### src/ramp_params.svh
// Default sizes only; RAMP_CHANNEL_BITS must address RAMP_N_CHANNELS and no width may exceed 32
`ifndef RAMP_PARAMS_SVH
`define RAMP_PARAMS_SVH

// Number of independent ramp channels
`define RAMP_N_CHANNELS 4

// Width of a ramp value, stop value and step increment
`define RAMP_VALUE_WIDTH 16

// Width of the stream dest tag carried with every sample
`define RAMP_DEST_WIDTH 8

// Width of the timebase divisor and of each channel's tick counter
`define RAMP_DIVISOR_WIDTH 16

// Address bits above the register offset that select a channel
`define RAMP_CHANNEL_BITS 2

`endif

### src/ramp_pkg.sv
// Types follow the widths in ramp_params.svh; the register offset is always two bits
`include "ramp_params.svh"

package ramp_pkg;

    // One ramp value, also used for the stop value and the increment
    typedef logic [`RAMP_VALUE_WIDTH-1:0] ramp_value_t;

    // Destination tag attached to each output sample
    typedef logic [`RAMP_DEST_WIDTH-1:0] ramp_dest_t;

    // Timebase divisor, a tick every divisor clocks
    typedef logic [`RAMP_DIVISOR_WIDTH-1:0] ramp_divisor_t;

    // Register offsets inside one channel's block of four
    // A write to the stop offset is what starts a ramp
    typedef enum logic [1:0] {
        ramp_reg_stop      = 2'd0,
        ramp_reg_dest      = 2'd1,
        ramp_reg_increment = 2'd2,
        ramp_reg_divisor   = 2'd3
    } ramp_reg_e;

endpackage

### src/ramp_channel.sv
// Increment must be nonzero; a step that would leave the value range lands on the stop value
`include "ramp_params.svh"

module ramp_channel (
    input  logic                    clock,
    input  logic                    reset,
    input  ramp_pkg::ramp_value_t   stop_value,
    input  ramp_pkg::ramp_dest_t    dest,
    input  ramp_pkg::ramp_value_t   increment,
    input  ramp_pkg::ramp_divisor_t divisor,
    input  logic                    trigger,
    input  logic                    slot_taken,
    output logic                    slot_valid,
    output ramp_pkg::ramp_value_t   slot_data,
    output ramp_pkg::ramp_dest_t    slot_dest
);
    import ramp_pkg::*;

    ramp_divisor_t               tb_count;
    logic                        tick;
    ramp_value_t                 last_stop;
    ramp_value_t                 shadow_stop;
    ramp_value_t                 current;
    ramp_value_t                 next_value;
    ramp_value_t                 start_from;
    logic [`RAMP_VALUE_WIDTH:0]  step_sum;
    logic                        ramp_up;
    logic                        running;
    logic                        reached;
    logic                        fill;
    logic                        start;

    // Timebase enable
    // Divisors 0 and 1 tick every cycle, otherwise the counter wraps every divisor clocks
    assign tick = (divisor < ramp_divisor_t'(2))
               || (tb_count >= divisor - ramp_divisor_t'(1));

    always_ff @(posedge clock) begin
        if (!reset) begin
            tb_count <= '0;
        end else if (tick) begin
            tb_count <= '0;
        end else begin
            tb_count <= tb_count + ramp_divisor_t'(1);
        end
    end

    // The ramp ends once the running value meets or passes the stop value
    assign reached = ramp_up ? (current >= shadow_stop) : (current <= shadow_stop);

    // Step with one spare bit, which flags a carry going up or a borrow going down
    assign step_sum = ramp_up ? ({1'b0, current} + {1'b0, increment})
                              : ({1'b0, current} - {1'b0, increment});

    // Clamping to the stop value makes the next fill emit the stop value and end the ramp
    assign next_value = step_sum[`RAMP_VALUE_WIDTH] ? shadow_stop
                                                    : step_sum[`RAMP_VALUE_WIDTH-1:0];

    // The slot fills on a tick while running, if it is empty or being drained this cycle
    // A tick that finds the slot full is simply lost, the value waits for the next one
    assign fill = tick && running && !(slot_valid && !slot_taken);

    // A ramp finishing in this same cycle already counts as completed for a new trigger
    assign start_from = (fill && reached) ? shadow_stop : last_stop;

    // Rewriting the last completed stop value does nothing
    assign start = trigger && (stop_value != start_from);

    // Control state
    always_ff @(posedge clock) begin
        if (!reset) begin
            running    <= 1'b0;
            last_stop  <= '0;
            slot_valid <= 1'b0;
        end else begin
            if (slot_taken) begin
                slot_valid <= 1'b0;
            end
            if (fill) begin
                slot_valid <= 1'b1;
                if (reached) begin
                    running   <= 1'b0;
                    last_stop <= shadow_stop;
                end
            end
            // A new trigger restarts even a ramp that is still running
            if (start) begin
                running <= 1'b1;
            end
        end
    end

    // Ramp datapath and slot payload
    always_ff @(posedge clock) begin
        if (fill) begin
            slot_data <= reached ? shadow_stop : current;
            slot_dest <= dest;
            if (!reached) begin
                current <= next_value;
            end
        end
        // The trigger wins over the step so the new ramp starts clean
        if (start) begin
            shadow_stop <= stop_value;
            ramp_up     <= start_from < stop_value;
            current     <= start_from;
        end
    end

endmodule

### config.mk
export PLATFORM = sky130hd
export DESIGN_NAME = ramp_channel
export DESIGN_NICKNAME = d
export VERILOG_FILES = /design/src/ramp_pkg.sv /design/src/ramp_channel.sv
export VERILOG_INCLUDE_DIRS = /design/src
export SDC_FILE = /design/constraint.sdc
export NUM_CORES = 1
export LEC_CHECK = 0
export ABC_AREA = 1
export BUFFER_PORTS_ARGS = -buffer_cell sky130_fd_sc_hd__buf_2
export CELL_PAD_IN_SITES_DETAIL_PLACEMENT = 1
export CELL_PAD_IN_SITES_GLOBAL_PLACEMENT = 1
export CORE_MARGIN = 5
export CORE_UTILIZATION = 25
export CTS_CLUSTER_DIAMETER = 50
export DETAILED_ROUTE_END_ITERATION = 12
export GPL_ROUTABILITY_DRIVEN = 0
export GPL_TIMING_DRIVEN = 0
export PLACE_DENSITY_LB_ADDON = 0.05
export SETUP_SLACK_MARGIN = 0.1
export SYNTH_ARGS = -nofsm -noshare
export SYNTH_HDL_FRONTEND = slang
export SYNTH_SLANG_ARGS = --single-unit
### constraint.sdc
create_clock -name clock -period 4.8 [get_ports clock]
set_clock_uncertainty 0.2 [all_clocks]
set_input_delay 0.24 -clock clock [delete_from_list [all_inputs] [get_ports clock]]
set_output_delay 0.24 -clock clock [all_outputs]
set_load 0.02 [all_outputs]
==> summary.md <==
| Metric | Value |
|---|---|
| Status | `complete, no violations` |
| Clock-pin slew on the worst setup and hold paths | `about 0.070 ns` |
| Buffers plus inverters on the worst setup path | `11` |
| Tmin final | `approximately 4.4 ns` |
| YS warnings | `0` |
| Dpl hpwl | `~16 mm` |
| Initial DRT Pass Iterations | `4` |
| Reg2Reg Setup Slack | `about 0.7 ns` |
| Total CTS buffers | `9` |
| Height of the die | `~170 um` |
| Post-synth top area share | `about a quarter` |
| CTS root buffer | `clkbuf_16` |
| Initial antenna violation count | `0` |
| Row cnt | `59` |
| Worst ir drop on vdd | `about 150 uV` |
| Vias | `just under 6000` |
| Critical path's top delay family | `simple AND/OR/NAND/NOR gates` |
| DR iter-0 viols | `167` |
| Top Ports | `85` |
| Synth unique cells | `44` |
| Clock sinks | `91` |
| Syn Nets | `975` |
| Post-Syn Instances | `approximately 850` |
| Post-layout util | `between 30% and 40%` |
| # Max-Cap Violations | `0` |
| Fin nets | `1123` |
| Die area | `approximately 30000 um^2` |
| Area after DPL | `approximately 7500 um^2` |
| Worst Slack Setup Final | `just under 0.4 ns` |
| Hold Vio Cnt, Final | `0` |
| Min-Delay Path Class | `in2reg` |
| CP Max Fanout | `8` |
| Die Wd | `between 150 and 200 um` |
| Post-DR wirelength/cell | `~16 um` |
| Worst-Margin Slew | `around 0.66 ns` |
| Critical path type | `in2reg` |
| H-tree Lvls | `3` |
| CTS tree | `built` |
| Main flop type after synthesis | `edfxtp_1` |
| Synthesized area | `roughly 6600 um^2` |
| Peak Freq | `about 230 MHz` |
| Worst hold stages | `4` |
| Leak Pwr | `about 0.0041 uW` |
| Vias per inst | `~4.4` |
| Yosys reg bits | `91` |
| R2r startpoint | `shadow_stop[13]` |
| Layout cells sized above 1 | `21.7%` |
| CP endpoint kind | `flip-flop` |
| DR DRC count | `0` |
| Crit-path most repeated cell | `nand2_1` |
| Port Buf Inserts | `between 80 and 90` |
| Starting density of the core | `approximately a quarter` |
| Most frequent cells after synthesis | `nand2_1 (198), inv_1 (130), nor2_1 (81)` |
| Max Root-Sink Buffers | `2` |
| Number of diodes | `0` |
| Sequential fraction of the synthesis area | `about 36%` |
| Most instantiated library cell after synthesis | `nand2_1` |
| Startpoint Class | `input port` |
| Worst EP arrival | `approximately 4.3 ns` |
| Asr flop ratio synth | `0%` |
| Hold Path End | `slot_valid` |
| Post-synth EDFFs | `57` |
| Slew Limit Fails | `0` |
| Pre-CTS WS | `-1.26 ns` |
| Largest net degree at the start of global routing | `17` |
| Pwr Density | `approximately 270 nW/um^2` |
| Syn_area_per_cell | `slightly below 8 um^2` |
| Post-synth top area cell | `edfxtp_1` |
| Max-slew headroom | `roughly 56%` |
| First-pass GRT wire length | `roughly 33 mm` |
| Clk_lat worst skew | `between 0.3 and 0.4 ns` |
| CP max stage cell | `ha_1` |
| WL final | `20.8 mm` |
| Antenna-violating nets left | `0` |
| Design Area, Final | `8640 um^2` |
| RSZ-0062 raised after global routing | `no` |
| Fin crit share | `between 90% and 100%` |
| Setup TNS | `0 ns` |
| Worst hold start | `slot_taken` |
| Largest cells by area after synthesis | `edfxtp_1 (26%), ha_1 (13%), nand2_1 (11%)` |
| Core area | `~26000 um^2` |
| GRT overflow | `0` |
| Final Setup Violations | `0` |
| Required @ worst endpoint | `4.69 ns` |
| Vias in the first global route | `6190` |
| Overall power | `approximately 2300 uW` |
| Area growth, synth to finish | `30.4%` |
| GRT Overall Usage | `13.9%` |
| # fillers | `about 3200` |
| Critical Path Max Stage Delay | `between 0.2 and 0.3 ns` |
| Worst R2R End | `current[2]` |
| FF-to-FF path depth | `20` |
## routing by layer
layer / wire length (um) / vias up / part of all wire, % / global-route usage [%]
li1: - / 3049 / - / -
met1: 9920 / 2710 / 48 / 18.2
met2: 10100 / 60 / 49 / 24.1
met3: 467 / 17 / 2.3 / 2.10
met4: 261 / 0 / 1.3 / 3.47
met5: 0 / - / 0 / 0
## worst max-delay path by stage
stage | startpoint | to | cells after the start
2_1_floorplan | divisor[0] | current[0] | 29
3_3_place_gp | divisor[0] | current[13] | 30
3_5_place_dp | divisor[0] | current[13] | 30
4_1_cts | divisor[0] | current[10] | 32
5_1_grt | divisor[4] | current[10] | 31
6_report | divisor[0] | current[2] | 35
## state kept, by name (all words and copies together) (netlist names)
register     cells
tb_count        16
slot_valid       1
current         16
last_stop       16
running          1
shadow_stop     16
slot_dest        8
slot_data       16
ramp_up          1
## worst reg2reg max path, stage by stage, from the launching register on
cell and delay (ns):
edfxtp_1 0.36, inv_1 0.20, ha_1 0.29, a21oi_1 0.17, o21ai_0 0.10, a21oi_1 0.23, nand3_1 0.13, nand3_2 0.10
buf_6 0.17, buf_6 0.20, nand3_1 0.14, nand2_2 0.12, inv_2 0.05, ha_4 0.27, nand4_1 0.19, nor4_4 0.26
inv_2 0.08, o21ai_4 0.19, buf_6 0.17, buf_12 0.14, nand2_8 0.09
## cell families after synthesis
family | Yosys count | synth area share, %
AND/OR/NAND/NOR | 417 | 28.9
buffers and inverters | 149 | 9.56
flip-flops | 91 | 36.1
AO/OA/AOI/OAI | 79 | 6.74
adder cells (fa/ha/maj) | 68 | 13.0
XOR/XNOR | 43 | 5.69
## cells in the final DEF, fill, tap and decap left out, types with 11 or more instances in the layout
cell           count
nor2_1            78
dlygate4sd3_1     24
nand2_1          189
o21ai_0           28
nand3_1           68
ha_1              61
xnor2_1           16
nand2_2           12
buf_2             84
buf_4             19
inv_1            122
a21oi_1           35
xor2_1            26
nand3_2           14
edfxtp_1          57
dfxtp_1           34
nand2_4           11
## where the power goes
part	leakage (uW)	total (uW)	switching, uW	internal [uW]
clock	0.000143	735	316	419
sequential	0.000817	915	29.2	885
combinational	0.00309	651	409	242
total	0.00405	2300	754	1550
## repair_timing
action                                  4_1_cts  5_1_grt
setup buffers                                16        7
endpoints found under the setup margin       50       50
pin swaps                                    15       23
hold buffers                                 24        0
hold endpoints to repair                     24        0
cloned                                        5        1
gates resized for setup                      35       29
## through the flow
stage,hold slack (ns),instances
6_report,0.0362,1335
3_3_place_gp,0.217,1266
3_5_place_dp,0.219,1266
4_1_cts,0.0261,1327
5_1_grt,0.0549,1335
2_1_floorplan,0.139,847
## area by class of cell
class	count	area, um^2	share of cell area (%)
Timing Repair Buffer	136	1010	11.7
Tap cell	335	419	4.85
Inverter	133	507	5.86
Clock inverter	4	48.8	0.565
Buffer	16	170	1.97
Multi-Input combinational cell	608	3840	44.5
Sequential cell	91	2390	27.7
Clock buffer	12	246	2.85
Power figures use the tool's default switching activity.
