--- config.mk ---
export PLATFORM = sky130hd
export DESIGN_NAME = ramp_register_file
export DESIGN_NICKNAME = d
export VERILOG_FILES = /design/src/ramp_pkg.sv /design/src/ramp_register_file.sv
export VERILOG_INCLUDE_DIRS = /design/src
export SDC_FILE = /design/constraint.sdc
export NUM_CORES = 1
export LEC_CHECK = 0
export BUFFER_PORTS_ARGS = -buffer_cell sky130_fd_sc_hd__buf_2
export CORE_UTILIZATION = 35
export CTS_BUF_LIST = sky130_fd_sc_hd__clkbuf_8
export CTS_CLUSTER_DIAMETER = 120
export DETAILED_ROUTE_END_ITERATION = 16
export PLACE_DENSITY_LB_ADDON = 0.15
export SLEW_MARGIN = 5
export SYNTH_ARGS = -nofsm -noshare
export SYNTH_HDL_FRONTEND = slang
export SYNTH_SLANG_ARGS = --single-unit
export TNS_END_PERCENT = 30
--- constraint.sdc ---
create_clock -name clock -period 2.7 [get_ports clock]
set_clock_uncertainty 0.05 [all_clocks]
set_input_delay 0.135 -clock clock [delete_from_list [all_inputs] [get_ports clock]]
set_output_delay 0.135 -clock clock [all_outputs]
set_load 0.05 [all_outputs]
--- src/ramp_params.svh ---
// Default sizes only; RAMP_CHANNEL_BITS must address RAMP_N_CHANNELS and no width may exceed 32
`ifndef RAMP_PARAMS_SVH
`define RAMP_PARAMS_SVH

// Number of independent ramp channels
`define RAMP_N_CHANNELS 4

// Width of a ramp value, stop value and step increment
`define RAMP_VALUE_WIDTH 16

// Width of the stream dest tag carried with every sample
`define RAMP_DEST_WIDTH 8

// Width of the timebase divisor and of each channel's tick counter
`define RAMP_DIVISOR_WIDTH 16

// Address bits above the register offset that select a channel
`define RAMP_CHANNEL_BITS 2

`endif

--- src/ramp_pkg.sv ---
// Types follow the widths in ramp_params.svh; the register offset is always two bits
`include "ramp_params.svh"

package ramp_pkg;

    // One ramp value, also used for the stop value and the increment
    typedef logic [`RAMP_VALUE_WIDTH-1:0] ramp_value_t;

    // Destination tag attached to each output sample
    typedef logic [`RAMP_DEST_WIDTH-1:0] ramp_dest_t;

    // Timebase divisor, a tick every divisor clocks
    typedef logic [`RAMP_DIVISOR_WIDTH-1:0] ramp_divisor_t;

    // Register offsets inside one channel's block of four
    // A write to the stop offset is what starts a ramp
    typedef enum logic [1:0] {
        ramp_reg_stop      = 2'd0,
        ramp_reg_dest      = 2'd1,
        ramp_reg_increment = 2'd2,
        ramp_reg_divisor   = 2'd3
    } ramp_reg_e;

endpackage

--- src/ramp_register_file.sv ---
// Writes to channels beyond RAMP_N_CHANNELS are dropped and read as zero; write data is truncated
`include "ramp_params.svh"

module ramp_register_file (
    input  logic                                            clock,
    input  logic                                            reset,
    input  logic                                            reg_write,
    input  logic [`RAMP_CHANNEL_BITS+1:0]                   reg_address,
    input  logic [31:0]                                     reg_write_data,
    input  logic [`RAMP_CHANNEL_BITS+1:0]                   reg_read_address,
    output logic [31:0]                                     reg_read_data,
    output ramp_pkg::ramp_value_t   [`RAMP_N_CHANNELS-1:0] stop_value,
    output ramp_pkg::ramp_dest_t    [`RAMP_N_CHANNELS-1:0] dest,
    output ramp_pkg::ramp_value_t   [`RAMP_N_CHANNELS-1:0] increment,
    output ramp_pkg::ramp_divisor_t [`RAMP_N_CHANNELS-1:0] divisor,
    output logic                    [`RAMP_N_CHANNELS-1:0] trigger
);
    import ramp_pkg::*;

    // The channel index sits above the two offset bits
    logic [`RAMP_CHANNEL_BITS-1:0] write_channel;
    ramp_reg_e                     write_offset;
    logic [`RAMP_CHANNEL_BITS-1:0] read_channel;
    ramp_reg_e                     read_offset;

    assign write_channel = reg_address[`RAMP_CHANNEL_BITS+1:2];
    assign write_offset  = ramp_reg_e'(reg_address[1:0]);
    assign read_channel  = reg_read_address[`RAMP_CHANNEL_BITS+1:2];
    assign read_offset   = ramp_reg_e'(reg_read_address[1:0]);

    // Register storage and the start trigger
    // The trigger is registered so that it rises together with the new stop value
    always_ff @(posedge clock) begin
        if (!reset) begin
            stop_value <= '0;
            dest       <= '0;
            increment  <= '0;
            divisor    <= '0;
            trigger    <= '0;
        end else begin
            // A trigger lasts exactly one cycle
            trigger <= '0;
            if (reg_write && (write_channel < `RAMP_N_CHANNELS)) begin
                case (write_offset)
                    ramp_reg_stop: begin
                        stop_value[write_channel] <= reg_write_data[`RAMP_VALUE_WIDTH-1:0];
                        trigger[write_channel]    <= 1'b1;
                    end
                    ramp_reg_dest: begin
                        dest[write_channel] <= reg_write_data[`RAMP_DEST_WIDTH-1:0];
                    end
                    ramp_reg_increment: begin
                        increment[write_channel] <= reg_write_data[`RAMP_VALUE_WIDTH-1:0];
                    end
                    default: begin
                        divisor[write_channel] <= reg_write_data[`RAMP_DIVISOR_WIDTH-1:0];
                    end
                endcase
            end
        end
    end

    // Read-back with one cycle of latency, every field zero-extended to the bus width
    always_ff @(posedge clock) begin
        reg_read_data <= '0;
        if (read_channel < `RAMP_N_CHANNELS) begin
            case (read_offset)
                ramp_reg_stop:      reg_read_data <= 32'(stop_value[read_channel]);
                ramp_reg_dest:      reg_read_data <= 32'(dest[read_channel]);
                ramp_reg_increment: reg_read_data <= 32'(increment[read_channel]);
                default:            reg_read_data <= 32'(divisor[read_channel]);
            endcase
        end
    end

endmodule

==> summary.txt, run 1 <==
Global routing
  • Largest net degree at the start of global routing: 125
  • Total grt overflow: 0
  • Vias in the first global route: 9115
  • Initial antenna violation count: 2
  • Global Route Usage Sum: 0.2484
  • First-pass GRT wire length: 58460 um

Cells and area
  • Nets@finish: 1528
  • Design Area, Final: 13560 sq um
  • Fin cells: 1909
  • Syn-to-layout area delta: 23.81%
  • Layout cells sized above 1: 0.2758

Worst setup path
  • WP data required: 3.12 ns
  • Critical Path Start: reg_address[2]
  • Worst R2R Path Depth: 3
  • Reg2Reg Setup Slack: 1.25 ns
  • Worst Setup End Kind: register
  • RR Startpoint: dest[18]
  • Worst Path Arrival: 2.27 ns
  • Crit path kind: input port to register
  • Critical Path Start Type: input port
  • RR Endpoint: reg_read_data[2]
  • Worst Path Max Fanout: 16

CTS
  • Root Buffer: clkbuf_8
  • Post-CTS resize count: 0
  • CTS clock-pin slew for the worst setup and hold paths: 0.06 ns
  • Setup bufs post-CTS: 0
  • H-tree Lvls: 2
  • CTS tree: built
  • Clk sinks: 244
  • CTS Buf Count: 45
  • Clock buffer depth: 3
  • Clock Latency Late Sink: 0.56 ns

Floorplanning
  • # rows: 64
  • Initial core utilization: 0.3572
  • Core area: 30670 sq um
  • Die X: 178.9 um
  • Die area: 32010 sq um
  • I/O pins: 303
  • Die Y: 178.9 um

Synth
  • Mapped Cells: 1233
  • Most frequent cell after synthesis: nand2_1
  • Mux share of post-synthesis cell area: 0.1270
  • Synth Area in Adders: 0
  • Synth Area in XOR/XNOR: 0
  • Ys Warns: 0
  • Top FF cell, synth: dfxtp_1
  • EDFF count, synth: 0
  • Largest family of logic cells by synthesized area: simple AND/OR/NAND/NOR gates
  • Async S/R FF share, synth: 0
  • Mapped cell area: 10950 sq um
  • Seq cells post-synth: 244
  • Simple-gate share of the synthesized area: 0.1891
  • Commonest cells post-synth: nand2_1 (438), dfxtp_1 (244), a21boi_0 (185), clkbuf_1 (64), mux4_2 (44)
  • Synth cell types: 33
  • Synth area leaders: dfxtp_1 (45%), nand2_1 (15%), a21boi_0 (13%)
  • Compound-Gate Fraction of Synth Area: 0.1828
  • Leading area contributor after synthesis: dfxtp_1
  • Post-Syn Area per Cell: 8.884 sq um
  • Synth top area share: 0.4459
  • Seq/Total Area, Yosys: 0.4459

STA
  • Max Slew Vio Count: 0
  • Sum Neg Setup Slack: 0 ns
  • Worst slew pin tran: 0.9661 ns
  • Worst hold margin: 0.05146 ns
  • RSZ-0062 raised after global routing: no
  • Worst relative slew slack: 0.3560
  • Minimum clock period: 1.849 ns
  • Count of endpoints failing hold in the final timing report: 0
  • Fin crit share: 0.6847
  • Fmax: 0.5409 GHz
  • # setup viols final: 0

Power and ir drop
  • Switching pwr: 0.002158 W
  • Pwr Density: 583.9 nW/um^2
  • Final Total Pwr: 0.007920 W
  • Sequential Power Share: 0.467
  • Comb power frac: 0.103
  • Peak supply drop: 400.9 uV
  • Sw Share: 0.2725
  • Leakage: 5.645 nW
  • Clock power frac: 0.430
  • Internal power: 0.005762 W

Placement
  • Routability Congestion: 0.8823
  • DP HPWL: 27100 um
  • Number of placed cells counting well taps: 1817
  • Port buffer count: 270
  • Placed Area: 12530 sq um

Min path
  • Worst hold start: reg_address[3]
  • Min-Delay Endpoint: trigger[0]
  • HP Class: input port to register
  • Hold path cells: 3

Run status
  • Status: finished clean

Routing
  • Vias: 9844
  • ANT nets after route: 0
  • Per-cell routed wire length: 21.21 um
  • DR pass1 iterations: 5
  • DRT iter0 DRCs: 655
  • Residual DRC: 0
  • Post-Route WL: 40490 um
  • Vias per cell: 5.157

Run
  • Max Cap Viol: 0
layout by cell type (no fill, tap or decap), types with 3 or more instances in the layout:
cell             n
a21boi_0       185
a21boi_1        31
a221oi_1         4
a22oi_1         20
and2_1           4
and3_1           3
buf_12           5
buf_2          269
buf_4           24
clkbuf_8        57
clkinv_2         5
conb_1          16
dfxtp_1        244
dlygate4sd3_1   17
inv_1           11
mux2i_1         40
mux4_2          44
nand2_1        438
nand2b_1         5
nand3_1         11
nor2_1          12
nor2b_1         14
nor3_4           3
o211ai_1         4
o21ai_0         28
o22ai_1          4
registers in the layout, summed over array words and instances (netlist names):
| signal | cells |
|---|---|
| stop_value | 64 |
| dest | 32 |
| reg_read_data | 16 |
| trigger | 4 |
| divisor | 64 |
| increment | 64 |
metal layers:
metal	vias to the layer above	routed length (um)	part of all wire	global-route usage
met5	-	0	0	0
met3	59	3133	0.077	0.05110
met1	4727	17860	0.44	0.3379
met4	0	952	0.024	0.07698
met2	436	18540	0.46	0.3929
li1	4622	-	-	-
critical path, stage by stage:
cell and delay [ns]:
dlygate4sd3_1 0.53, buf_2 0.16, nand3b_1 0.12, buf_4 0.23
nand2b_1 0.78, nand2_1 0.10, a21boi_0 0.21
worst max path at each step:
stage | endpoint | slack, ns | depth (start not counted)
global placement | reg_read_data[7] | 0.84 | 5
global route | increment[36] | 0.74 | 7
finish | increment[33] | 0.85 | 7
floorplan | reg_read_data[0] | 1.29 | 3
detailed placement | reg_read_data[7] | 0.83 | 5
CTS | increment[33] | 0.91 | 7
through the flow:
stage	setup WS, ns	util
after floorplan	1.294	-
after global placement	0.8386	0.4086
after detailed placement	0.8338	0.4086
after CTS	0.9063	0.4422
after global routing	0.7392	0.4422
final	0.8513	0.4422
cells by family (layout without fill, tap and decap cells):
logic type / count (synthesis) / count (layout)
buffers and inverters: 125 / 389
muxes: 84 / 84
DFF: 244 / 244
AOI/OAI and AO/OA: 276 / 276
other: 1 / 17
and+or+nand+nor: 503 / 503
power by group through the flow:
stage                     Sequential, W  Combinational [W]  Clock [W]
final                           0.00369           0.000817    0.00341
after global routing            0.00370           0.000862    0.00367
after CTS                       0.00369           0.000818    0.00348
after detailed placement        0.00377           0.000799          0
after global placement          0.00377           0.000794          0
after floorplan                 0.00394           0.000410          0
final cells by class:
cell class | instances | area, sq um
Sequential cell | 244 | 4885
Antenna cell | 1 | 2.502
Clock buffer | 57 | 784.5
Multi-Input combinational cell | 879 | 5525
Timing Repair Buffer | 315 | 1797
Tap cell | 396 | 495.5
Clock inverter | 17 | 73.82
Fill cell | 3109 | 17110
repair_timing:
| action | 4_1_cts | 5_1_grt |
|---|---|---|
| endpoints found under the hold margin | 218 | 0 |
| endpoints found under the setup margin | 0 | 0 |
| hold buffers | 17 | 0 |
Note: power is estimated with default switching activity, not from simulation.
==> run 2: changes to the inputs <==
- clock period: 2.7 -> 1.75 ns (I/O delays scaled with it)
==> run 2 against run 1 <==
Die area is the same; count of clock-buffer cells in the layout is the same; highest routed layer unchanged; via count grew 1.8%; largest cell class unchanged; critical path type unchanged.
==> summary.txt, run 2 (synthesis results as in run 1) <==
Run status
  • Status: finished clean

Cells and area
  • FILL cells: 3070 (-1.3%)
  • Biggest regs: divisor: 64 flops, increment: 64 flops, stop_value: 64 flops
  • Syn-to-layout area delta: 26.75%
  • Layout cells sized above 1: 0.2865 (+0.01075)
  • Most common cell after layout, fill and taps aside: nand2_1
  • Nets@finish: 1558 (+2.0%)
  • Most frequent cells in the layout: nand2_1 (438), buf_2 (269), dfxtp_1 (244), a21boi_0 (185), clkbuf_8 (57)

CTS
  • Clock buffer depth: 3 (unchanged)
  • Setup bufs post-CTS: 0 (unchanged)
  • Root Buffer: clkbuf_8
  • Clk sinks: 244 (unchanged)
  • H-tree Lvls: 2 (unchanged)
  • CTS clock-pin slew for the worst setup and hold paths: 0.06 ns (about the same)
  • Clock Latency Late Sink: 0.57 ns (about the same)
  • CTS Buf Count: 45 (unchanged)
  • CTS tree: built

Global routing
  • First-pass GRT wire length: 60580 um (+3.6%)
  • Largest net degree at the start of global routing: 62 (-50%)
  • Global Route Usage Sum: 0.2566 (+0.008123)
  • Initial antenna violation count: 3 (+1)
  • Vias in the first global route: 9455 (+3.7%)
  • Total grt overflow: 0 (unchanged)

Routing
  • DRT iter0 DRCs: 738 (+13%)
  • Post-Route WL: 41650 um (+2.8%)
  • Vias: 10020 (+1.8%)
  • DR pass1 iterations: 7 (+2)
  • ANT nets after route: 0 (unchanged)
  • Residual DRC: 0 (unchanged)
  • Per-cell routed wire length: 21.41 um (+0.95%)
  • Vias per cell: 5.152 (about the same)

Worst setup path
  • CP endpoint: stop_value[42]
  • RR Endpoint: reg_read_data[2]
  • CP dominant cell by count: buf_4
  • Worst Setup End Kind: register
  • Critical Path Start: reg_address[2]
  • Critical Path Start Type: input port
  • Worst Path Max Fanout: 10 (-6)
  • Worst path slowest cell: dlygate4sd3_1
  • Crit path kind: input port to register
  • CP Cell Sequence: dlygate4sd3_1 -> buf_2 -> nand3b_1 -> buf_4 -> nor3_4 -> buf_4 -> nand2_1 -> a21boi_0
  • Worst Path Arrival: 1.97 ns (-0.30 ns)
  • Critical path's largest stage delay: 0.53 ns (-0.25 ns)
  • Reg2Reg Setup Slack: 0.34 ns (-0.91 ns)
  • RR Startpoint: dest[18]
  • Worst R2R Path Depth: 3 (unchanged)
  • WP data required: 2.16 ns (-0.96 ns)

Placement
  • Routability Congestion: 0.8465 (-4.1%)
  • Port buffer count: 270 (unchanged)
  • DP HPWL: 29260 um (+8.0%)

STA
  • # setup viols final: 0 (unchanged)
  • Sum Neg Setup Slack: 0 ns (unchanged)
  • Fin crit share: 0.8912
  • RSZ-0062 raised after global routing: no
  • Minimum clock period: 1.560 ns
  • Count of endpoints failing hold in the final timing report: 0 (unchanged)
  • Fmax: 0.6412 GHz
  • Worst relative slew slack: 0.4808 (+0.1248)
  • Worst slew pin tran: 0.7759 ns (-0.1901 ns)
  • Max Slew Vio Count: 0 (unchanged)

Floorplanning
  • I/O pins: 303 (unchanged)
  • Initial core utilization: 0.3572 (unchanged)
  • Die X: 178.9 um (unchanged)
  • Die area: 32010 sq um (unchanged)
  • # rows: 64 (unchanged)
  • Die Y: 178.9 um (unchanged)
  • Core area: 30670 sq um (unchanged)

Power and ir drop
  • Final Total Pwr: 0.01238 W (+56%)
  • Pwr Density: 891.4 nW/um^2 (+53%)
  • Leakage: 5.827 nW (+3.2%)
  • Peak supply drop: 503.6 uV (+26%)

Min path
  • HP Class: input port to register

Run
  • Max Cap Viol: 0 (unchanged)
run 2: critical path: cells and delay by family:
family | cells | cell delay [ns]
AO/OA/AOI/OAI | 1 | 0.18
buffers and inverters | 4 | 1.17
AND/OR/NAND/NOR | 3 | 0.53
run 2: per-stage QoR:
stage,worst slack (ns),util,cell area (sq um),hold WS (ns),instances
after floorplan,0.3438,-,11010,0.1724,1248
after global placement,0.1738,0.4173,12800,0.4044,1844
after detailed placement,0.1496,0.4173,12800,0.4135,1844
after CTS,0.2336,0.4525,13880,0.04594,1942
after global routing,0.09844,0.4525,13880,0.04978,1942
final,0.1904,0.4527,13880,0.07555,1945
run 2: worst min path at each step:
stage,from,to,slack (ns),cells past startpoint
after floorplan,reg_write_data[10],stop_value[10],0.17,2
after global placement,stop_value[12],stop_value[12],0.40,2
after detailed placement,stop_value[10],stop_value[10],0.41,2
after CTS,reg_write,trigger[0],0.05,3
after global routing,reg_write,trigger[0],0.05,3
final,reg_write,trigger[0],0.08,3
run 2: metal layers:
metal	wire, um	share of wire	vias up	track usage
met5	0	0	-	0
met4	726	0.017	0	0.06356
met3	3219	0.077	51	0.05216
met2	19650	0.47	420	0.4223
met1	18050	0.43	4844	0.3417
li1	-	-	4706	-
run 2: power breakdown:
group	internal [W]	total [W]	switching, W
clock	0.00292	0.00538	0.00246
combinational	0.000389	0.00129	0.000904
sequential	0.00564	0.00571	0.0000693
run 2: timing repair:
item,CTS,global route
resized for setup,0,0
hold buffers,20,0
endpoints found under the hold margin,227,0
run 2: area by class of cell:
cell class | instances | area, sq um | area share
multi-input cells | 879 | 5525 | 0.3979
well taps | 396 | 495.5 | 0.03569
diodes | 3 | 7.507 | 0.0005407
clock inverters | 21 | 95.09 | 0.006849
repair buffers | 345 | 2092 | 0.1507
flip-flops and latches | 244 | 4885 | 0.3518
clock buffers | 57 | 784.5 | 0.05650
